--- config.mk ---
export PLATFORM = sky130hd
export DESIGN_NAME = reg_file
export DESIGN_NICKNAME = d
export VERILOG_FILES = /design/src/logic/rv_pkg.sv /design/src/logic/reg_file.sv
export SDC_FILE = /design/constraint.sdc
export NUM_CORES = 2
export LEC_CHECK = 0
export ABC_AREA = 1
export CAP_MARGIN = 15
export CELL_PAD_IN_SITES_DETAIL_PLACEMENT = 1
export CELL_PAD_IN_SITES_GLOBAL_PLACEMENT = 1
export CORE_MARGIN = 1.5
export CORE_UTILIZATION = 32
export DETAILED_ROUTE_END_ITERATION = 10
export DONT_BUFFER_PORTS = 1
export HOLD_SLACK_MARGIN = 0.12
export PLACE_DENSITY_LB_ADDON = 0.1
export SETUP_SLACK_MARGIN = 0.05
export SLEW_MARGIN = 25
export SYNTH_ARGS = -nofsm -noshare
export SYNTH_HDL_FRONTEND = slang
export SYNTH_SLANG_ARGS = --single-unit
--- constraint.sdc ---
create_clock -name clk -period 2.9 [get_ports clk]
set_input_delay 0.29 -clock clk [delete_from_list [all_inputs] [get_ports clk]]
set_output_delay 0.29 -clock clk [all_outputs]
set_load 0.02 [all_outputs]
--- src/logic/rv_pkg.sv ---
`default_nettype none

package rv_pkg;

	localparam int MEM_WORDS = 256;
	localparam int MEM_AW = 8;

	localparam logic [11:0] IMEM_BASE = 12'h000; // 1 KiB instruction memory.
	localparam logic [11:0] DMEM_BASE = 12'h400; // 1 KiB data memory.
	localparam logic [11:0] CTRL_ADDR = 12'h800;
	localparam logic [11:0] STATUS_ADDR = 12'h804;
	localparam logic [11:0] REG_BASE = 12'h880; // 32 read-only register words.

	localparam logic [4:0] ZERO_REG = 5'd0;

	localparam logic [2:0] F3_ADD_SUB = 3'b000;
	localparam logic [2:0] F3_SLL = 3'b001;
	localparam logic [2:0] F3_SLT = 3'b010;
	localparam logic [2:0] F3_SLTU = 3'b011;
	localparam logic [2:0] F3_XOR = 3'b100;
	localparam logic [2:0] F3_SRL_SRA = 3'b101;
	localparam logic [2:0] F3_OR = 3'b110;
	localparam logic [2:0] F3_AND = 3'b111;

	localparam logic [6:0] F7_BASE = 7'b0000000;
	localparam logic [6:0] F7_ALT = 7'b0100000; // sub and sra.

	typedef enum logic [6:0] {
		R_TYPE = 7'b0110011,
		I_ARITH_TYPE = 7'b0010011,
		I_LD_TYPE = 7'b0000011,
		S_TYPE = 7'b0100011,
		B_TYPE = 7'b1100011,
		I_JAL_TYPE = 7'b1100111, // jalr.
		J_TYPE = 7'b1101111,
		U_LD_TYPE = 7'b0110111, // lui.
		U_AUIPC_TYPE = 7'b0010111,
		I_BREAK_TYPE = 7'b1110011 // ecall and ebreak.
	} opcode_e;

	typedef enum logic [4:0] {
		ALU_ADD = 5'd0,
		ALU_SUB = 5'd1,
		ALU_XOR = 5'd2,
		ALU_OR = 5'd3,
		ALU_AND = 5'd4,
		ALU_SLL = 5'd5,
		ALU_SRL = 5'd6,
		ALU_SRA = 5'd7,
		ALU_SLT = 5'd8,
		ALU_SLTU = 5'd9
	} alu_func_e;

	typedef enum logic [1:0] {
		BUS_NONE = 2'd0,
		BUS_LOAD = 2'd1,
		BUS_STORE = 2'd2
	} bus_cmd_e;

	typedef struct packed {
		logic vld;
		logic [31:0] pc;
		logic [31:0] inst;
	} if_id_t;

	typedef struct packed {
		logic vld;
		logic [31:0] alu_opa;
		logic [31:0] alu_opb;
		alu_func_e alu_func;
		bus_cmd_e mem_cmd;
		logic [31:0] mem_din;
		logic [4:0] rd;
		logic brk;
	} id_ex_t;

	typedef struct packed {
		logic we;
		logic [4:0] rd;
		logic [31:0] data;
	} wb_t;

endpackage

`default_nettype wire

--- src/logic/reg_file.sv ---
`timescale 1ns/1ps
`default_nettype none

module reg_file (
	input	logic			clk,
	input	logic			reset,
	input	logic	[4:0]	rs1,
	input	logic	[4:0]	rs2,
	output	logic	[31:0]	rs1_data,
	output	logic	[31:0]	rs2_data,
	input	logic	[4:0]	host_idx,
	output	logic	[31:0]	host_data,
	input	rv_pkg::wb_t	wb
);
	import rv_pkg::*;

	logic [31:0] regs [32];

	// the write in execute lands at the same edge that closes decode.
	function automatic logic [31:0] read_port(input logic [4:0] idx);
		if (idx == ZERO_REG)
			return 32'h0000_0000;
		if (wb.we && wb.rd == idx)
			return wb.data;
		return regs[idx];
	endfunction

	always_ff @(posedge clk) begin
		if (reset) begin
			for (int i = 0; i < 32; i++)
				regs[i] <= 32'h0000_0000;
		end else if (wb.we && wb.rd != ZERO_REG) begin
			regs[wb.rd] <= wb.data;
		end
	end

	always_comb begin
		rs1_data = read_port(rs1);
		rs2_data = read_port(rs2);
		host_data = (host_idx == ZERO_REG) ? 32'h0000_0000 : regs[host_idx];
	end

endmodule

`default_nettype wire

# After elaboration in Yosys (flattened, before gate mapping)
# Memories as Yosys holds them, arrays and structs flattened.
# Index checks and enable logic that the tools add are counted.
# op_classes
n_eq_ne	2
n_reduce_logical	8
muxes	23
# op_table
cell	n
32-bit two-way mux	10
32-bit OR reduction	1
5-bit logical NOT	3
1-bit two-way mux	12
5-bit == test	2
5-bit two-way mux	1
5-bit nonzero test	1
1-bit logical AND	3
# word_totals
mem_bits_rw	1024
elab_cells	34
mem_count	1
in_bits	55
out_inout_bits	96
regBits	0
# memory_table
memory	depth	width	rd	rd_ports_with_merged_regs	wr	line	source
regs	32	32	3	0	32	reg_file.sv:17	logic [31:0] regs [32];

# Logic depth before layout (Yosys ltp)
# logic_depth
depth_word	7
mapped_depth	13
depth_no_buf	11

# Worst setup path after synthesis
# No wires, ideal clock.
# synth_timing
kind	input to register
start	in wb[34] (netlist bit)
end	mem regs[11][0], enable pin
setup_ps	478
t_arrival_ps	2008
stages	10
required_time_ps	2422
slack_ps	414
path_buffers	2
cell_sequence	buf_2 > nor3_1 > nand2_1 > nand3_1 > inv_1 > nand3_1 > inv_1 > nand2_1 > buf_2 > nand2_1
# synth_rtl
item	line	source
from (decl)	reg_file.sv:13	input rv_pkg::wb_t wb
to (decl)	reg_file.sv:17	

# Final worst setup path
# layout_timing
start	in rs1[1]
end	out rs1_data[14]
# layout_via
elab_chain_cells	6
word_cells_on_any_way	10
cone_classes	1 x eq/ne; 6 x mux; 2 x reduce/logical; 1 x memory
# layout_lines
item	line	source
from (decl)	reg_file.sv:7	input logic [4:0] rs1,
parallel branches: the longest is 5 deep, another holds memory read 32 x 32 bit	--	
32-bit two-way mux *	reg_file.sv:23	if (wb.we && wb.rd == idx)
to (decl)	reg_file.sv:9	output logic [31:0] rs1_data,
# Every way passes the cells marked *. The select of a mux whose other input is x is not followed.

==> results.tsv <==
metric	value	unit
critical path arrival	3450	ps
Post-Synth Simple-Gate Area	31.53	%
layout cells sized above 1	9.493	%
Gate Count Post-Synth	9398	
Rows	168	
crit-path max FO	404	
Starting Density	32.16	%
Chip Width	461.7	µm
WS Path Type	in -> out	
worst hold slack	170.1	ps
routed len/inst	32.30	µm
post-synthesis mux area share	0	%
Cell Area, Synth	67320	µm²
largest reg by FF count	regs	
most frequent cell after synthesis	nand2_1	
cell type with the largest total area after synthesis	edfxtp_1	
first-pass GRT wire length	525200	µm
Die ar.	213100	µm²
initial antenna violation count	11	
Num CTS Buffers	134	
CTS clk-pin slew, worst paths	60	ps
CTS max path bufs	3	
Chip Height	461.7	µm
Compound-Gate Fraction of Synth Area	13.81	%
RSZ-0062 raised after global routing	yes	
syn avg cell area	7.163	µm²
htree depth	4	
failing checks	slew limit, setup timing	
required time of the critical path	2610	ps
CTS sink cnt	1024	
Synth Area in Adders	0	%
Post-Synth XOR/XNOR Area	0.02602	%
CP startpoint kind	input pin	
min Tclk post-route	3738	ps
Slew Viols, Final	483	
gr usage total	34.48	%
CTS root buffer	clkbuf_16	
core area	209400	µm²
vias in the first global route	69497	
Avg Vias per Cell	5.999	
Reg area	30750	µm²
flops & latches, synth	1024	
Yosys top cell area share	45.68	%
Pre-antenna DRT Iters	6	
DRT Wirelength	391600	µm
overall power	43.04	mW
Worst Tran Pin Value	2600	ps
pin count of the biggest net entering global routing	794	
DRC Markers	0	
Worst VDD drop	704.4	µV
DRT antenna net count	0	
CTS tree	yes	
Ports	151	
Largest regs	regs x1024	
buffers added on ports	0	
period utilisation layout	128.9	%
ys async rst share	0	%
Rel. slew slack	-73.32	%
Final Cell Area	78410	µm²
Unique masters post-synth	22	
max FFs per register	1024	
largest family of logic cells by synthesized area	simple AND/OR/NAND/NOR gates	
area grow syn2layout	16.48	%
DR iter-0 viols	9555	
number of synthesized flops with an enable pin	1024	
routed vias	72709	
multi-input combinational cell area	31330	µm²
commonest cells in the netlist	nand2_1 (2,199), nor2_1 (1,565), nand3_1 (1,352)	
final hold vios	0	
Synthesis Warnings	0	
FILL cells	25520	
placed instance area	72150	µm²
Max Clk Rate	267.5	MHz
outcome	finished with violations	
Max Cap Viol	0	
Final WS setup	-837.8	ps
Congestion Overflow GR	0	
Post-synth top flop	edfxtp_1	
crit end category	output pin	
dominant cells by area after synthesis	edfxtp_1 (46%), nand2_1 (12%), nand3_1 (10%)	
leak pwr	32.38	nW
Power Density	548.9	nW/µm²
GPL Wtd Cong	0.9007	
Nets	9262	
Seq/Total Area, Yosys	45.68	%
Finish-stage setup viols	67	
type of the worst min-delay path	in -> reg	
Post-DP HPWL	212300	µm
==> per-stage QoR <==
stage	worst slack, ps	cells	setup TNS (ps)	util (%)
floorplan	414.0	9429	0	-
global placement	-335.5	11795	-422.4	34.46
CTS	52.16	12061	0	36.80
global route	-78.80	12109	-918.6	37.44
finish	-837.8	12121	-32280	37.45
detailed placement	-404.0	11795	-661.3	34.46
==> logic make-up after synthesis <==
| logic type | count (synthesis) |
|---|---|
| AO/OA/AOI/OAI | 1691 |
| XOR/XNOR | 2 |
| buffers and inverters | 1509 |
| flip-flops | 1024 |
| other | 1 |
| AND/OR/NAND/NOR | 5171 |
==> timing repair <==
item / in CTS / in global routing
buffers inserted: 1 / 13
endpoints found under the hold margin: 752 / 0
pin swaps: 2 / 21
gates cloned: 0 / 25
setup endpoints to repair: 40 / 96
resized for setup: 51 / 105
hold buffers: 35 / 0
==> worst paths after layout <==
path	cells past startpoint	from	to
min	4	wb[36]	regs[1][5]
max	8	rs1[1]	rs1_data[14]
==> power breakdown <==
part	total (mW)	internal, mW	switching [mW]
clock	17.3	10.2	7.14
combinational	8.05	2.41	5.64
sequential	17.6	17.1	0.531
total	43.0	29.7	13.3
==> placed cells by master (no fill, tap or decap), types with 11 or more instances in the layout <==
cell and n:
nand3_1 1326, o211ai_1 324, clkbuf_16 162, clkinv_2 21
o22ai_1 16, or2_2 42, nand3_2 19, nor2_1 1542
conb_1 32, diode_2 14, o21ai_0 793, buf_16 16
o21ai_1 15, nor2_2 14, nand2_1 2096, nor3_1 11
a21oi_1 521, inv_1 632, a21oi_2 14, buf_12 107
bufinv_16 16, nand2_2 101, buf_4 312, clkbuf_1 19
clkinv_1 29, dlygate4sd3_1 34, edfxtp_1 1024
==> worst max-delay path, stage by stage <==
cell and delay (ps):
a21oi_1 650, o21ai_0 150, nand3_1 170, nand3_1 160, nand2_2 190, nand2_2 180, a21oi_1 220, buf_4 180
==> routing by layer <==
layer | vias to the layer above | global-route usage (%) | part of all wire [%]
met3 | 845 | 4.963 | 8.8
met2 | 3921 | 54.50 | 45
li1 | 30975 | - | -
met4 | 2 | 16.59 | 5.2
met1 | 36966 | 46.21 | 41
met5 | - | 0 | 0.0023
==> layout make-up <==
cell class / count / area share [%]
multi-input combinational: 6896 / 39.95
sequential: 1024 / 39.21
timing repair buffer: 500 / 7.538
clock buffer: 160 / 4.591
tap: 2805 / 4.476
inverter: 651 / 3.228
clock inverter: 71 / 0.9558
antenna: 14 / 0.04468
Power figures use the tool's default switching activity.
