### src/logic/rv_pkg.sv
`default_nettype none

package rv_pkg;

	localparam int MEM_WORDS = 256;
	localparam int MEM_AW = 8;

	localparam logic [11:0] IMEM_BASE = 12'h000; // 1 KiB instruction memory.
	localparam logic [11:0] DMEM_BASE = 12'h400; // 1 KiB data memory.
	localparam logic [11:0] CTRL_ADDR = 12'h800;
	localparam logic [11:0] STATUS_ADDR = 12'h804;
	localparam logic [11:0] REG_BASE = 12'h880; // 32 read-only register words.

	localparam logic [4:0] ZERO_REG = 5'd0;

	localparam logic [2:0] F3_ADD_SUB = 3'b000;
	localparam logic [2:0] F3_SLL = 3'b001;
	localparam logic [2:0] F3_SLT = 3'b010;
	localparam logic [2:0] F3_SLTU = 3'b011;
	localparam logic [2:0] F3_XOR = 3'b100;
	localparam logic [2:0] F3_SRL_SRA = 3'b101;
	localparam logic [2:0] F3_OR = 3'b110;
	localparam logic [2:0] F3_AND = 3'b111;

	localparam logic [6:0] F7_BASE = 7'b0000000;
	localparam logic [6:0] F7_ALT = 7'b0100000; // sub and sra.

	typedef enum logic [6:0] {
		R_TYPE = 7'b0110011,
		I_ARITH_TYPE = 7'b0010011,
		I_LD_TYPE = 7'b0000011,
		S_TYPE = 7'b0100011,
		B_TYPE = 7'b1100011,
		I_JAL_TYPE = 7'b1100111, // jalr.
		J_TYPE = 7'b1101111,
		U_LD_TYPE = 7'b0110111, // lui.
		U_AUIPC_TYPE = 7'b0010111,
		I_BREAK_TYPE = 7'b1110011 // ecall and ebreak.
	} opcode_e;

	typedef enum logic [4:0] {
		ALU_ADD = 5'd0,
		ALU_SUB = 5'd1,
		ALU_XOR = 5'd2,
		ALU_OR = 5'd3,
		ALU_AND = 5'd4,
		ALU_SLL = 5'd5,
		ALU_SRL = 5'd6,
		ALU_SRA = 5'd7,
		ALU_SLT = 5'd8,
		ALU_SLTU = 5'd9
	} alu_func_e;

	typedef enum logic [1:0] {
		BUS_NONE = 2'd0,
		BUS_LOAD = 2'd1,
		BUS_STORE = 2'd2
	} bus_cmd_e;

	typedef struct packed {
		logic vld;
		logic [31:0] pc;
		logic [31:0] inst;
	} if_id_t;

	typedef struct packed {
		logic vld;
		logic [31:0] alu_opa;
		logic [31:0] alu_opb;
		alu_func_e alu_func;
		bus_cmd_e mem_cmd;
		logic [31:0] mem_din;
		logic [4:0] rd;
		logic brk;
	} id_ex_t;

	typedef struct packed {
		logic we;
		logic [4:0] rd;
		logic [31:0] data;
	} wb_t;

endpackage

`default_nettype wire

### src/logic/apb_host_port.sv
`timescale 1ns/1ps
`default_nettype none

module apb_host_port (
	input	logic							clk,
	input	logic							reset,
	input	logic							psel,
	input	logic							penable,
	input	logic							pwrite,
	input	logic	[11:0]					paddr,
	input	logic	[31:0]					pwdata,
	output	logic	[31:0]					prdata,
	output	logic							pready,
	output	logic							pslverr,
	output	logic							imem_we,
	output	logic							dmem_we,
	output	logic	[rv_pkg::MEM_AW-1:0]	mem_addr,
	output	logic	[31:0]					mem_wdata,
	input	logic	[31:0]					imem_rdata,
	input	logic	[31:0]					dmem_rdata,
	output	logic	[4:0]					reg_idx,
	input	logic	[31:0]					reg_data,
	output	logic							start,
	output	logic							running,
	input	logic							halt
);
	import rv_pkg::*;

	logic access, halted, err;
	logic in_imem, in_dmem, is_ctrl, is_status, in_regs;

	assign access = psel && penable;
	assign in_imem = paddr[11:10] == IMEM_BASE[11:10];
	assign in_dmem = paddr[11:10] == DMEM_BASE[11:10];
	assign is_ctrl = paddr == CTRL_ADDR;
	assign is_status = paddr == STATUS_ADDR;
	assign in_regs = paddr[11:7] == REG_BASE[11:7];

	// memory writes and a start are refused while the core runs.
	always_comb begin
		err = !(in_imem || in_dmem || is_ctrl || is_status || in_regs);
		if (pwrite && running && (in_imem || in_dmem || (is_ctrl && pwdata[0])))
			err = 1'b1;
		if (pwrite && (is_status || in_regs))
			err = 1'b1;
	end

	assign pready = 1'b1;
	assign pslverr = access && err;
	assign mem_addr = paddr[MEM_AW+1:2];
	assign mem_wdata = pwdata;
	assign reg_idx = paddr[6:2];
	assign imem_we = access && pwrite && in_imem && !err;
	assign dmem_we = access && pwrite && in_dmem && !err;
	assign start = access && pwrite && is_ctrl && pwdata[0] && !err;

	always_comb begin
		if (in_imem)			prdata = imem_rdata;
		else if (in_dmem)		prdata = dmem_rdata;
		else if (is_ctrl)		prdata = {31'b0, running};
		else if (is_status)		prdata = {30'b0, halted, running};
		else if (in_regs)		prdata = reg_data;
		else					prdata = 32'h0000_0000;
	end

	always_ff @(posedge clk) begin
		if (reset) begin
			running <= 1'b0;
			halted <= 1'b0;
		end else if (start) begin
			running <= 1'b1;
			halted <= 1'b0;
		end else if (halt) begin
			running <= 1'b0;
			halted <= 1'b1;
		end
	end

endmodule

`default_nettype wire

### config.mk
export PLATFORM = sky130hd
export DESIGN_NAME = apb_host_port
export DESIGN_NICKNAME = d
export VERILOG_FILES = /design/src/logic/rv_pkg.sv /design/src/logic/apb_host_port.sv
export SDC_FILE = /design/constraint.sdc
export NUM_CORES = 1
export LEC_CHECK = 0
export BUFFER_PORTS_ARGS = -buffer_cell sky130_fd_sc_hd__buf_2
export CAP_MARGIN = 20
export CORE_AREA = 2 2 88 90
export CTS_BUF_LIST = sky130_fd_sc_hd__clkbuf_8 sky130_fd_sc_hd__clkbuf_16
export DETAILED_ROUTE_END_ITERATION = 10
export DIE_AREA = 0 0 90 92
export PLACE_DENSITY = 0.55
export RECOVER_POWER = 50
export SYNTH_ARGS = -nofsm -noshare
export SYNTH_HDL_FRONTEND = slang
export SYNTH_SLANG_ARGS = --single-unit
### constraint.sdc
create_clock -name clk -period 1.4 [get_ports clk]
set_input_delay 0.07 -clock clk [delete_from_list [all_inputs] [get_ports clk]]
set_output_delay 0.07 -clock clk [all_outputs]
set_load 0.1 [all_outputs]
### Word level (Yosys, flattened, before mapping)

Index checks and enable logic that the tools add are counted.

| cells by class | value |
|---|---|
| mux-type cells | 9 |
| equal/unequal tests | 4 |
| reduce and logical (&&, ||, !) cells | 25 |

Operator list:

| cell | count |
|---|---|
| 32-bit 2-to-1 mux | 5 |
| 12-bit equality test (second input constant) | 2 |
| 1-bit logical AND | 14 |
| 1-bit logical OR | 6 |
| 5-bit equality test (second input constant) | 1 |
| 1-bit 2-to-1 mux | 4 |
| 2-bit by 1-bit equality test with 1-bit output (second input constant) | 1 |
| 1-bit zero test | 2 |
| 2-bit zero test | 1 |
| 2-bit nonzero test | 1 |
| 2-bit OR reduction | 1 |

| storage, ports and cells | value |
|---|---|
| bits of input ports | 146 |
| register bits after elaboration | 2 |

### Depth between registers and ports, before layout

| depth | value |
|---|---|
| depth after elaboration | 11 |
| depth in mapped cells | 7 |

### Worst setup path after synthesis

OpenSTA, ideal clock, no wires.

| timing | value |
|---|---|
| path kind | reg2out |
| start point | reg running |
| end point | out prdata[0] |
| setup slack | -1.959 ns |
| required time | 1.330 ns |
| cell stages (with the launch flop) | 3 |
| arrival time | 3.289 ns |
| path through | dfxtp_1 -> inv_1 -> o21ai_0 |

| on the way | value |
|---|---|
| word-level cells in the longest chain between the ends | 4 |

Ends and longest elaborated chain:

| item | RTL line | text |
|---|---|---|
| from (decl) | apb_host_port.sv:24 | `output logic running,` |
| from (signal assigned) | apb_host_port.sv:68 | `running <= 1'b0;` |
| from (signal assigned) | apb_host_port.sv:71 | `running <= 1'b1;` |
| from (signal assigned) | apb_host_port.sv:74 | `running <= 1'b0;` |
| 32-bit 2-to-1 mux | apb_host_port.sv:61 | `else if (is_status) prdata = {30'b0, halted, running};` |
| 32-bit 2-to-1 mux (*) | apb_host_port.sv:60 | `else if (is_ctrl) prdata = {31'b0, running};` |
| 32-bit 2-to-1 mux (*) | apb_host_port.sv:59 | `else if (in_dmem) prdata = dmem_rdata;` |
| 32-bit 2-to-1 mux (*) | apb_host_port.sv:58 | `if (in_imem) prdata = imem_rdata;` |
| to (decl) | apb_host_port.sv:12 | `output logic [31:0] prdata,` |

Every way passes the cells marked *; elsewhere a longest branch is shown, timed or not.

### Final worst setup path

| timing | value |
|---|---|
| start point | in paddr[8] |
| end point | out pslverr |

| on the way | value |
|---|---|
| word-level cells in the longest chain between the ends | 8 |
| elaborated cells on any way between the ends | 15 |
| those cells by class | eq/ne (3); mux (2); reduce/logical (10) |

Ends and longest elaborated chain:

| item | RTL line | text |
|---|---|---|
| from (decl) | apb_host_port.sv:10 | `input logic [11:0] paddr,` |
| 12-bit equality test | apb_host_port.sv:35 | `assign is_ctrl = paddr == CTRL_ADDR;` |
| 1-bit logical OR (3 in a row) | apb_host_port.sv:41 | `err = !(in_imem \|\| in_dmem \|\| is_ctrl \|\| is_status \|\| in_regs);` |
| 1-bit zero test | apb_host_port.sv:41 |  |
| 1-bit 2-to-1 mux | apb_host_port.sv:42 | `if (pwrite && running && (in_imem \|\| in_dmem \|\| (is_ctrl && pwdata[0])))` |
| 1-bit 2-to-1 mux (*) | apb_host_port.sv:44 | `if (pwrite && (is_status \|\| in_regs))` |
| 1-bit logical AND (*) | apb_host_port.sv:49 | `assign pslverr = access && err;` |
| to (decl) | apb_host_port.sv:14 | `output logic pslverr,` |

Marks and branches as above.

==> implementation parameters <==
Parameter                              Value

Clock network
  Clk root buf ... clkbuf_8
  Number of CTS-inserted buffers ... 3
  TritonCTS sink count ... 2
  Clock-pin slew reported for the worst setup and hold paths after clock tree synthesis ... 0.03 ns
  Hold-fix buffers, CTS ... 0
  Clock tree from TritonCTS ... done
  Max H-tree Level ... 1
  Maximum buffer depth of the clock tree ... 2
  Clock latency reported for the late side of the worst-skew pair ... 0.22 ns

Synthesis
  Commonest cells in the synthesized netlist ... buf_4, nor2_1, nand2_1, o21ai_0, mux2i_1
  Yosys top cell area share ... 28.0%
  Number of unique standard cell types used by synthesis ... 28
  Sequential element share of the synthesized area ... 3.05%
  Leading register cell type out of synthesis ... dfxtp_1
  Number of warnings printed during yosys synthesis ... 0
  Post-synthesis instance area ... 0.00131 sq mm
  Most used standard cell by instance count after synthesis ... buf_4
  Post-Synthesis Cells ... 208
  Post-synthesis area per instance ... 6.32 sq um
  Count of flip-flops with a built-in enable after synthesis ... 0
  Library cell with the largest summed area after synthesis ... buf_4
  Post-Syn Nets ... 354
  Cells taking the most area after synthesis ... buf_4, mux2i_1, o21ai_0, nor2_1, nand2_1
  Share of flip-flops with an asynchronous set or reset after synthesis ... 0%
  Number of storage elements in the synthesis netlist ... 2

Worst setup path
  Crit path kind ... in2out
  Data required, critical path ... 1.33 ns
  Crit end category ... output port
  Worst Setup Start Kind ... input port
  Highest net fanout along the worst path ... 3
  Data arrival, critical path ... 1.29 ns

GRT
  GR Util All Layers ... 13.5%
  Initial antenna violation count ... 0
  Largest net degree at the start of global routing ... 20
  First-pass GRT wire length ... 9.20 mm
  Vias in the first global route ... 1906
  Remaining global-route overflow ... 0

Timing
  Fmax ... 733 MHz
  Setup clock skew after layout ... 0.00352 ns
  Setup repair after global routing missed its margin ... true
  Total negative setup slack ... 0 ns
  Count of pins over their slew limit ... 0
  Worst rel slew slack ... 22.3%
  Total of endpoints with negative setup slack in the final report ... 0
  Post-layout min period ... 1.36 ns
  Worst-Margin Slew ... 1.17 ns
  Final number of hold-violating endpoints ... 0
  Crit share post-route ... 97.5%

Cells and area
  Ant diodes ... 0
  Share of layout cells above drive strength 1 ... 71.2%
  Filler instances ... 768
  Nets ... 480
  Final cell count without fillers ... 435
  Sequential standard cell area ... 43.8 sq um
  Layout overhead on the synthesized area ... 129%
  Multi-input logic area ... 0.00121 sq mm

Die
  Starting utilization of the core area ... 17.6%
  Die width ... 90 um
  Count of standard-cell rows ... 32
  Floorplan core area ... 0.00745 sq mm
  Full die area ... 0.00828 sq mm
  I/O pin cnt ... 229
  Die height ... 92 um

Pwr
  Static power due to leakage ... 1.40 nW
  Worst IR drop on VDD ... 0.000310 V
  Cell Pwr Density ... 618 mW/mm^2

Placement
  Total of buffers placed on input and output ports ... 165
  Dpl cells ... 430
  GP Congestion ... 0.729
  Hpwl dp ... 5.04 mm

Routing
  Vias per cell ... 4.22
  Iter 0 DRT Violations ... 16
  First-pass DRT Iterations ... 4
  Final ANT Viol Nets ... 0
  Average wire per cell in the routed design ... 13.5 um
  Overall via count from detail_route ... 1834
  Remaining routing DRC violations ... 0
  Routed Wire Length ... 5.85 mm

Status
  Status ... completed

Job
  Maximum Capacitance Violations ... 0

Min path
  Worst min-delay path class ... in2reg
==> layout make-up <==
type	instances	area share [%]
inverter	12	1.58
sequential	2	1.46
tap	102	4.25
timing repair buffer	180	50.8
clock buffer	3	1.37
multi-input combinational	135	40.4
clock inverter	1	0.125
==> cells in the final DEF (no fill, tap or decap), drive strengths merged, types with 2 or more instances in the layout <==
| cell | netlist | routed |
|---|---|---|
| dfxtp | 2 | 2 |
| buf | 53 | 173 |
| clkbuf | 6 | 10 |
| or2 | 2 | 2 |
| a21oi | 25 | 25 |
| nor2 | 26 | 26 |
| nor4 | 2 | 2 |
| nor3 | 3 | 3 |
| nand3 | 2 | 2 |
| o21ai | 22 | 22 |
| inv | 12 | 13 |
| nand2 | 22 | 22 |
| mux2i | 21 | 21 |
==> final timing paths <==
kind | slack [ns] | startpoint | cells after the start | endpoint
min | 0.03 | reset | 2 | halted$_SDFFE_PP0P_
max reg2reg | 0.54 | running$_SDFFE_PP0P_ | 4 | running$_SDFFE_PP0P_
min reg2reg | 0.51 | halted$_SDFFE_PP0P_ | 2 | halted$_SDFFE_PP0P_
max | 0.04 | paddr[8] | 7 | pslverr
==> state kept, by name (all words and copies together) (netlist names) <==
name	count
running	1
halted	1
==> critical path: stages <==
cell,delay [ns]
buf_6,0.10
nor4b_4,0.27
buf_4,0.16
nand4_1,0.11
a211o_1,0.31
o21ai_4,0.08
buf_12,0.19
==> timing repair <==
| item | 4_1_cts | 5_1_grt |
|---|---|---|
| pin swaps | 2 | 2 |
| resized for setup | 2 | 10 |
| endpoints found under the setup margin | 15 | 16 |
| buffers inserted | 0 | 0 |
| cloned | 0 | 1 |
==> per-layer routing <==
layer / vias up / routed length, um / GRT usage [%]
met5: - / 0 / 0
met4: 0 / 99 / 3.59
met3: 16 / 492 / 2.96
met2: 100 / 3330 / 27.4
met1: 826 / 1930 / 13.6
li1: 892 / - / -
==> per-stage QoR <==
stage / setup slack (ns) / area (sq um) / util (%) / hold slack (ns) / power (mW)
after detailed placement: -0.0266 / 2910 / 39.0 / 0.141 / 1.61
after CTS: 0.0100 / 2960 / 39.8 / 0.0310 / 1.87
after global routing: -0.0427 / 3010 / 40.4 / 0.0398 / 1.93
final: 0.0350 / 3010 / 40.4 / 0.0342 / 1.86
after global placement: -0.0331 / 2910 / 39.0 / 0.141 / 1.60
after floorplan: -0.174 / 1730 / - / 0.149 / 1.49
==> cells by family (layout without fill, tap and decap cells) <==
kind of cell / Yosys count / count (layout) / synth area share, %
buffers and inverters: 71 / 196 / 36.3
AND/OR/NAND/NOR: 63 / 63 / 21.8
AO/OA/AOI/OAI: 50 / 50 / 22.6
multiplexers: 21 / 21 / 16.0
flip-flops: 2 / 2 / 3.05
other: 1 / 1 / 0.285
==> report_power, final <==
part           internal [mW]  leakage, nW  switching (mW)
sequential            0.0576       0.0173         0.00132
clock                  0.187       0.0269          0.0577
combinational          0.540         1.36            1.01
total                  0.784         1.40            1.07
No activity file was read; power rests on OpenSTA's default activity.
