### config.mk
export PLATFORM = sky130hd
export DESIGN_NAME = id_stage
export DESIGN_NICKNAME = d
export VERILOG_FILES = /design/src/logic/rv_pkg.sv /design/src/logic/id_stage.sv
export SDC_FILE = /design/constraint.sdc
export NUM_CORES = 1
export LEC_CHECK = 0
export ABC_AREA = 1
export BUFFER_PORTS_ARGS = -buffer_cell sky130_fd_sc_hd__buf_2
export CAP_MARGIN = 20
export CELL_PAD_IN_SITES_DETAIL_PLACEMENT = 0
export CELL_PAD_IN_SITES_GLOBAL_PLACEMENT = 1
export CORE_MARGIN = 1.5
export CORE_UTILIZATION = 28
export CTS_CLUSTER_SIZE = 24
export DETAILED_ROUTE_END_ITERATION = 10
export PLACE_DENSITY = 0.89
export SLEW_MARGIN = 0
export SYNTH_ARGS = -nofsm -noshare
export SYNTH_HDL_FRONTEND = slang
export SYNTH_SLANG_ARGS = --single-unit
### constraint.sdc
create_clock -name clk -period 1.4 [get_ports clk]
set_clock_uncertainty 0.1 [all_clocks]
set_input_delay 0.07 -clock clk [delete_from_list [all_inputs] [get_ports clk]]
set_output_delay 0.07 -clock clk [all_outputs]
set_load 0.03 [all_outputs]
### src/logic/rv_pkg.sv
`default_nettype none

package rv_pkg;

	localparam int MEM_WORDS = 256;
	localparam int MEM_AW = 8;

	localparam logic [11:0] IMEM_BASE = 12'h000; // 1 KiB instruction memory.
	localparam logic [11:0] DMEM_BASE = 12'h400; // 1 KiB data memory.
	localparam logic [11:0] CTRL_ADDR = 12'h800;
	localparam logic [11:0] STATUS_ADDR = 12'h804;
	localparam logic [11:0] REG_BASE = 12'h880; // 32 read-only register words.

	localparam logic [4:0] ZERO_REG = 5'd0;

	localparam logic [2:0] F3_ADD_SUB = 3'b000;
	localparam logic [2:0] F3_SLL = 3'b001;
	localparam logic [2:0] F3_SLT = 3'b010;
	localparam logic [2:0] F3_SLTU = 3'b011;
	localparam logic [2:0] F3_XOR = 3'b100;
	localparam logic [2:0] F3_SRL_SRA = 3'b101;
	localparam logic [2:0] F3_OR = 3'b110;
	localparam logic [2:0] F3_AND = 3'b111;

	localparam logic [6:0] F7_BASE = 7'b0000000;
	localparam logic [6:0] F7_ALT = 7'b0100000; // sub and sra.

	typedef enum logic [6:0] {
		R_TYPE = 7'b0110011,
		I_ARITH_TYPE = 7'b0010011,
		I_LD_TYPE = 7'b0000011,
		S_TYPE = 7'b0100011,
		B_TYPE = 7'b1100011,
		I_JAL_TYPE = 7'b1100111, // jalr.
		J_TYPE = 7'b1101111,
		U_LD_TYPE = 7'b0110111, // lui.
		U_AUIPC_TYPE = 7'b0010111,
		I_BREAK_TYPE = 7'b1110011 // ecall and ebreak.
	} opcode_e;

	typedef enum logic [4:0] {
		ALU_ADD = 5'd0,
		ALU_SUB = 5'd1,
		ALU_XOR = 5'd2,
		ALU_OR = 5'd3,
		ALU_AND = 5'd4,
		ALU_SLL = 5'd5,
		ALU_SRL = 5'd6,
		ALU_SRA = 5'd7,
		ALU_SLT = 5'd8,
		ALU_SLTU = 5'd9
	} alu_func_e;

	typedef enum logic [1:0] {
		BUS_NONE = 2'd0,
		BUS_LOAD = 2'd1,
		BUS_STORE = 2'd2
	} bus_cmd_e;

	typedef struct packed {
		logic vld;
		logic [31:0] pc;
		logic [31:0] inst;
	} if_id_t;

	typedef struct packed {
		logic vld;
		logic [31:0] alu_opa;
		logic [31:0] alu_opb;
		alu_func_e alu_func;
		bus_cmd_e mem_cmd;
		logic [31:0] mem_din;
		logic [4:0] rd;
		logic brk;
	} id_ex_t;

	typedef struct packed {
		logic we;
		logic [4:0] rd;
		logic [31:0] data;
	} wb_t;

endpackage

`default_nettype wire

### src/logic/id_stage.sv
`timescale 1ns/1ps
`default_nettype none

module id_stage (
	input	logic			clk,
	input	logic			reset,
	input	rv_pkg::if_id_t	if_id,
	output	logic	[4:0]	rs1,
	output	logic	[4:0]	rs2,
	input	logic	[31:0]	rs1_data,
	input	logic	[31:0]	rs2_data,
	input	logic			flush,
	output	rv_pkg::id_ex_t	id_ex
);
	import rv_pkg::*;

	opcode_e opcode;
	logic [2:0] funct3;
	logic [6:0] funct7;
	logic [31:0] imm_i, imm_s, imm_b, imm_u;
	id_ex_t dec;

	assign opcode = opcode_e'(if_id.inst[6:0]);
	assign funct3 = if_id.inst[14:12];
	assign funct7 = if_id.inst[31:25];
	assign rs1 = if_id.inst[19:15];
	assign rs2 = if_id.inst[24:20];

	assign imm_i = {{20{if_id.inst[31]}}, if_id.inst[31:20]};
	assign imm_s = {{20{if_id.inst[31]}}, if_id.inst[31:25], if_id.inst[11:7]};
	assign imm_b = {{20{if_id.inst[31]}}, if_id.inst[7], if_id.inst[30:25],
		if_id.inst[11:8], 1'b0};
	assign imm_u = {if_id.inst[31:12], 12'h000};

	always_comb begin
		dec = '0;
		dec.vld = if_id.vld;
		dec.alu_func = ALU_ADD; // address, upper immediate and link all add.
		dec.rd = if_id.inst[11:7];
		dec.brk = (opcode == I_BREAK_TYPE);

		case (opcode)
			R_TYPE, I_ARITH_TYPE, I_LD_TYPE, S_TYPE:	dec.alu_opa = rs1_data;
			I_JAL_TYPE, B_TYPE, J_TYPE, U_AUIPC_TYPE:	dec.alu_opa = if_id.pc;
			default:									dec.alu_opa = 32'h0000_0000;
		endcase

		case (opcode)
			R_TYPE:							dec.alu_opb = rs2_data;
			I_ARITH_TYPE, I_LD_TYPE:		dec.alu_opb = imm_i;
			S_TYPE:							dec.alu_opb = imm_s;
			B_TYPE:							dec.alu_opb = imm_b;
			U_LD_TYPE, U_AUIPC_TYPE:		dec.alu_opb = imm_u;
			J_TYPE, I_JAL_TYPE:				dec.alu_opb = 32'h0000_0004;
			I_BREAK_TYPE:					dec.alu_opb = 32'h0000_0000;
			default:						dec.vld = 1'b0; // unknown opcode is dropped.
		endcase

		if (opcode == R_TYPE) begin
			case ({funct3, funct7})
				{F3_ADD_SUB, F7_BASE}:		dec.alu_func = ALU_ADD;
				{F3_ADD_SUB, F7_ALT}:		dec.alu_func = ALU_SUB;
				{F3_XOR, F7_BASE}:			dec.alu_func = ALU_XOR;
				{F3_OR, F7_BASE}:			dec.alu_func = ALU_OR;
				{F3_AND, F7_BASE}:			dec.alu_func = ALU_AND;
				{F3_SLL, F7_BASE}:			dec.alu_func = ALU_SLL;
				{F3_SRL_SRA, F7_BASE}:		dec.alu_func = ALU_SRL;
				{F3_SRL_SRA, F7_ALT}:		dec.alu_func = ALU_SRA;
				{F3_SLT, F7_BASE}:			dec.alu_func = ALU_SLT;
				{F3_SLTU, F7_BASE}:			dec.alu_func = ALU_SLTU;
				default:					dec.vld = 1'b0;
			endcase
		end

		if (opcode == I_ARITH_TYPE) begin
			case (funct3)
				F3_ADD_SUB:		dec.alu_func = ALU_ADD;
				F3_XOR:			dec.alu_func = ALU_XOR;
				F3_OR:			dec.alu_func = ALU_OR;
				F3_AND:			dec.alu_func = ALU_AND;
				F3_SLL:			dec.alu_func = ALU_SLL;
				F3_SRL_SRA:		dec.alu_func = if_id.inst[30] ? ALU_SRA : ALU_SRL;
				F3_SLT:			dec.alu_func = ALU_SLT;
				default:		dec.alu_func = ALU_SLTU;
			endcase
		end

		case (opcode)
			I_LD_TYPE:		dec.mem_cmd = BUS_LOAD;
			S_TYPE:			dec.mem_cmd = BUS_STORE;
			default:		dec.mem_cmd = BUS_NONE;
		endcase

		if (opcode == S_TYPE || opcode == B_TYPE || opcode == I_BREAK_TYPE)
			dec.rd = ZERO_REG;

		dec.mem_din = (dec.mem_cmd == BUS_STORE) ? rs2_data : 32'h0000_0000;
	end

	always_ff @(posedge clk) begin
		id_ex <= dec;
		if (reset || flush)
			id_ex.vld <= 1'b0;
	end

endmodule

`default_nettype wire

# ---- Word-level counts from Yosys, hierarchy flattened
# Index checks and enable logic that the tools add are counted.
dict set report classes {
  reduce_logical 12
  muxes 11
  eq_ne 26
}
# operator n
set op_table {}
lappend op_table {{one-hot mux 32 bit (6 select lines)} 1}
lappend op_table {{one-hot mux 32 bit (2 select lines)} 1}
lappend op_table {{equality test 10 bit (second input constant)} 5}
lappend op_table {{one-hot mux 4 bit (9 select lines)} 1}
lappend op_table {{equality test 7 bit (second input constant)} 4}
lappend op_table {{one-hot mux 4 bit (7 select lines)} 1}
lappend op_table {{equality test 7 x 6 -> 1 bit (second input constant)} 3}
lappend op_table {{equality test 10 x 9 -> 1 bit (second input constant)} 2}
lappend op_table {{OR reduction 10 bit} 2}
lappend op_table {{equality test 7 x 5 -> 1 bit (second input constant)} 2}
lappend op_table {{equality test 3 bit (second input constant)} 4}
lappend op_table {{equality test 10 x 6 -> 1 bit (second input constant)} 1}
lappend op_table {{equality test 10 x 8 -> 1 bit (second input constant)} 1}
lappend op_table {{logical NOT 10 bit} 1}
lappend op_table {{OR reduction 4 bit} 2}
lappend op_table {{equality test 7 x 2 -> 1 bit (second input constant)} 1}
lappend op_table {{OR reduction 2 bit} 3}
lappend op_table {{two-way mux 5 bit} 1}
lappend op_table {{two-way mux 1 bit} 4}
lappend op_table {{two-way mux 4 bit} 1}
lappend op_table {{one-hot mux 2 bit (2 select lines)} 1}
lappend op_table {{equality test 3 x 1 -> 1 bit (second input constant)} 1}
lappend op_table {{equality test 3 x 2 -> 1 bit (second input constant)} 1}
lappend op_table {{logical NOT 3 bit} 1}
lappend op_table {{2 further kinds} 4}
dict set report word_totals {
  wordCells 57
  in_bits 132
  regBits 110
}

# ---- Depth between registers and ports, before layout
dict set report depth {
  ltp_word 5
  ltp_mapped 11
}

# ---- Worst setup path before layout
# No wires, ideal clock.
dict set report synth_path {
  path_kind {input to register}
  startpoint {input if_id[1] in the netlist's numbering}
  endpoint {register id_ex[57] in the netlist's numbering}
  required_ns 1.173
  path_stages 9
  arrival_time_ns 0.941
  path_slack_ns 0.232
  path_cell_list {nand2_1 -> inv_1 -> nand2_2 -> inv_2 -> nand2_2 -> inv_1 -> o21ai_1 -> buf_4 -> o211ai_1}
}
# element line_no
set synth_rtl {}
lappend synth_rtl {{start, declared} id_stage.sv:7} ;# input rv_pkg::if_id_t if_id,
lappend synth_rtl {{end, declared} id_stage.sv:13} ;# output rv_pkg::id_ex_t id_ex

# ---- Worst setup path in the final report
dict set report layout_path {
  startpoint {input if_id[29] in the netlist's numbering}
  endpoint {register id_ex[109] in the netlist's numbering}
}
dict set report layout_between {
  elab_chain_cells 4
  elab_cells_between_ends 13
  cone_classes {9 x eq/ne; 2 x mux; 2 x reduce/logical}
}
# element line_no
set layout_rtl {}
lappend layout_rtl {{equality test 10 x 9 -> 1 bit, or another cell as far along} id_stage.sv:60} ;# case ({funct3, funct7})
lappend layout_rtl {{OR reduction 10 bit (no line) (*)} --}
lappend layout_rtl {{two-way mux 1 bit (*)} id_stage.sv:60}
lappend layout_rtl {{two-way mux 1 bit (*)} id_stage.sv:59} ;# if (opcode == R_TYPE) begin
# Mark *: on every way between the ends. The rest lies on a longest branch, timed or not.
# A chain may end at the register's enable or synchronous reset.

==> results.json <==
{
  "grt_usage_pct": 19.5,
  "cts_buffers": 9,
  "worst-path-buf-inv": 4,
  "p_leak_nw": 3.70,
  "power_density_nw_per_um2": 929,
  "worst_setup_path_start_kind": "primary input",
  "path_class": "primary input to register",
  "cp_cell_sequence": "dlygate4sd3_1, buf_2, nor2_2, nand2_1, nor2_1, buf_4, nand2_1, nand2_1, nor2_1, nand3_1, nand2_1, inv_1",
  "drcViolationCount": 0,
  "post-synth-top-count-cell": "dfxtp_1",
  "place_inst": 899,
  "grt_pass1_wl_um": 21800,
  "yosys-top-cells-area": "dfxtp_1 56%, inv_1 8.4%, nand2_1 7.5%",
  "vias_per_cell": 4.23,
  "first_iter_violations": 182,
  "largest_registers": "id_ex x109",
  "grt_busiest_layer": "met2",
  "gp_congestion": 0.846,
  "grt-ovfl-total": 0,
  "async_flop_share_pct": 0,
  "vias": 4396,
  "crit_path_end_kind": "register",
  "synthCells": 472,
  "die_area_um2": 14500,
  "hold_viol_final": 0,
  "ys_seq_elements": 109,
  "met3_usage_pct": 4.48,
  "run_status": "complete, no violations",
  "crit_top_cell": "nand2_1",
  "cts_tree": "built",
  "drive_gt1_share_pct": 36.0,
  "clk_pin_slew_ns": 0.07,
  "grtUsageMet1_pct": 20.4,
  "synth_largest_area_cell": "dfxtp_1",
  "synth_top_area_share_pct": 56.4,
  "nets": 989,
  "finalCriticalPeriod_ns": 1.33,
  "yosys_warnings": 0,
  "wl_per_cell_um": 13.9,
  "syn_avg_cell_area_um2": 8.20,
  "place_area_um2": 5420,
  "drv_cap": 0,
  "min_period_over_period_pct": 94.7,
  "grt_use_met2_pct": 36.6,
  "drv_slew": 0,
  "syn-num-nets": 604,
  "io_buffers": 250,
  "largest_reg_flops": 109,
  "grt_max_degree": 33,
  "setup_viol": 0,
  "slowest_delay_ns": 0.55,
  "crit_required_ns": 1.60,
  "num_io_pins": 252,
  "ys.flop_type": "dfxtp_1",
  "synth_cell_types": 29,
  "final_cell_area_um2": 6940,
  "die_h_um": 121,
  "postCtsSetupBuffers": 0,
  "start_util_pct": 29.0,
  "rows": 42,
  "fmax_mhz": 754,
  "top_register": "id_ex",
  "critical-path-slowest-cell": "dlygate4sd3_1",
  "dp_hpwl_um": 9320,
  "synthesis.area_um2": 3870,
  "ir_drop_uv": 536,
  "clock-root-buffer": "clkbuf_16",
  "whs_ns": 0.0225,
  "first_global_vias": 4440,
  "totalPowerFinal_mw": 6.45,
  "synth_edf_count": 0,
  "cp_max_fo": 6,
  "routed_wl_um": 14400,
  "rsz0062_at_grt": "false",
  "clock_sinks": 109,
  "hp-class": "primary input to register",
  "htreeDepth": 3,
  "dr.pass1.iters": 6,
  "core_area_um2": 13300,
  "ant_nets": 0,
  "post_synth_most_frequent_cells": "109 x dfxtp_1, 87 x inv_1, 77 x nand2_1",
  "cp.arrival_ns": 1.52,
  "crit_family": "buffers and inverters",
  "grt_antenna_before_repair": 0,
  "seq_area_frac_synth_pct": 56.4,
  "area_growth_pct": 79.4,
  "final_cell_count_no_fill": 1039,
  "clk_path_buf_depth": 2,
  "die_width_um": 121
}
-- kinds of logic after synthesis --
family | after synthesis | share of synthesized area [%]
AND/OR/NAND/NOR | 155 | 16.2
buffers and inverters | 120 | 13.9
flip-flops | 109 | 56.4
AO/OA/AOI/OAI | 87 | 13.5
other | 1 | 0.0969
-- worst paths after layout --
| path | start | end | cells past startpoint |
|---|---|---|---|
| hold / removal | if_id[12] | id_ex[42] | 4 |
| setup / recovery | if_id[29] | id_ex[109] | 12 |
-- what timing repair did --
item,in CTS,in global routing
hold buffers,123,0
resized for setup,0,3
endpoints found under the setup margin,0,5
endpoints found under the hold margin,104,0
-- report_power, final --
group	internal, mW	switching [mW]	total, mW
clock network	1.26	1.13	2.38
registers	3.15	0.0117	3.16
logic	0.475	0.434	0.909
total	4.88	1.57	6.45
-- cell usage in the layout (no fill, tap or decap), types with 3 or more instances in the layout --
cell type,instances
o21ai_1,25
o221ai_1,3
o211ai_1,23
inv_1,87
nor2_2,4
a21oi_1,6
nand2_1,77
dfxtp_1,109
buf_12,4
dlygate4sd3_1,123
nand3_1,7
inv_2,4
o21ai_0,23
buf_4,26
buf_2,250
clkbuf_16,9
nor2_1,58
o22ai_1,3
-- worst min-delay path: cells and delay by family --
family | cells | cell delay (ns)
buf+inv | 2 | 0.24
compound gates | 1 | 0.07
simple gates | 1 | 0.06
-- layer usage --
metal | wire length (um) | vias up
met2 | 7740 | 168
li1 | - | 2213
met3 | 865 | 31
met5 | 0 | -
met4 | 399 | 0
met1 | 5400 | 1984
-- area by class of cell --
type | instances | area (um^2)
Clock buffer | 11 | 243
Sequential cell | 109 | 2180
Timing Repair Buffer | 403 | 2760
Multi-Input combinational cell | 243 | 1160
Clock inverter | 5 | 33.8
Fill cell | 1241 | 6400
Inverter | 91 | 342
Antenna cell | 1 | 2.50
Tap cell | 176 | 220
-- stage by stage --
step	TNS [ns]	setup slack [ns]	utilization [%]
final	0	0.0738	52.0
after global routing	0	0.00266	52.0
after CTS	0	0.0426	51.9
after detailed placement	-0.803	-0.0520	40.6
after global placement	0	0.00582	40.6
after floorplan	0	0.232	-
No activity file was read; power rests on OpenSTA's default activity.
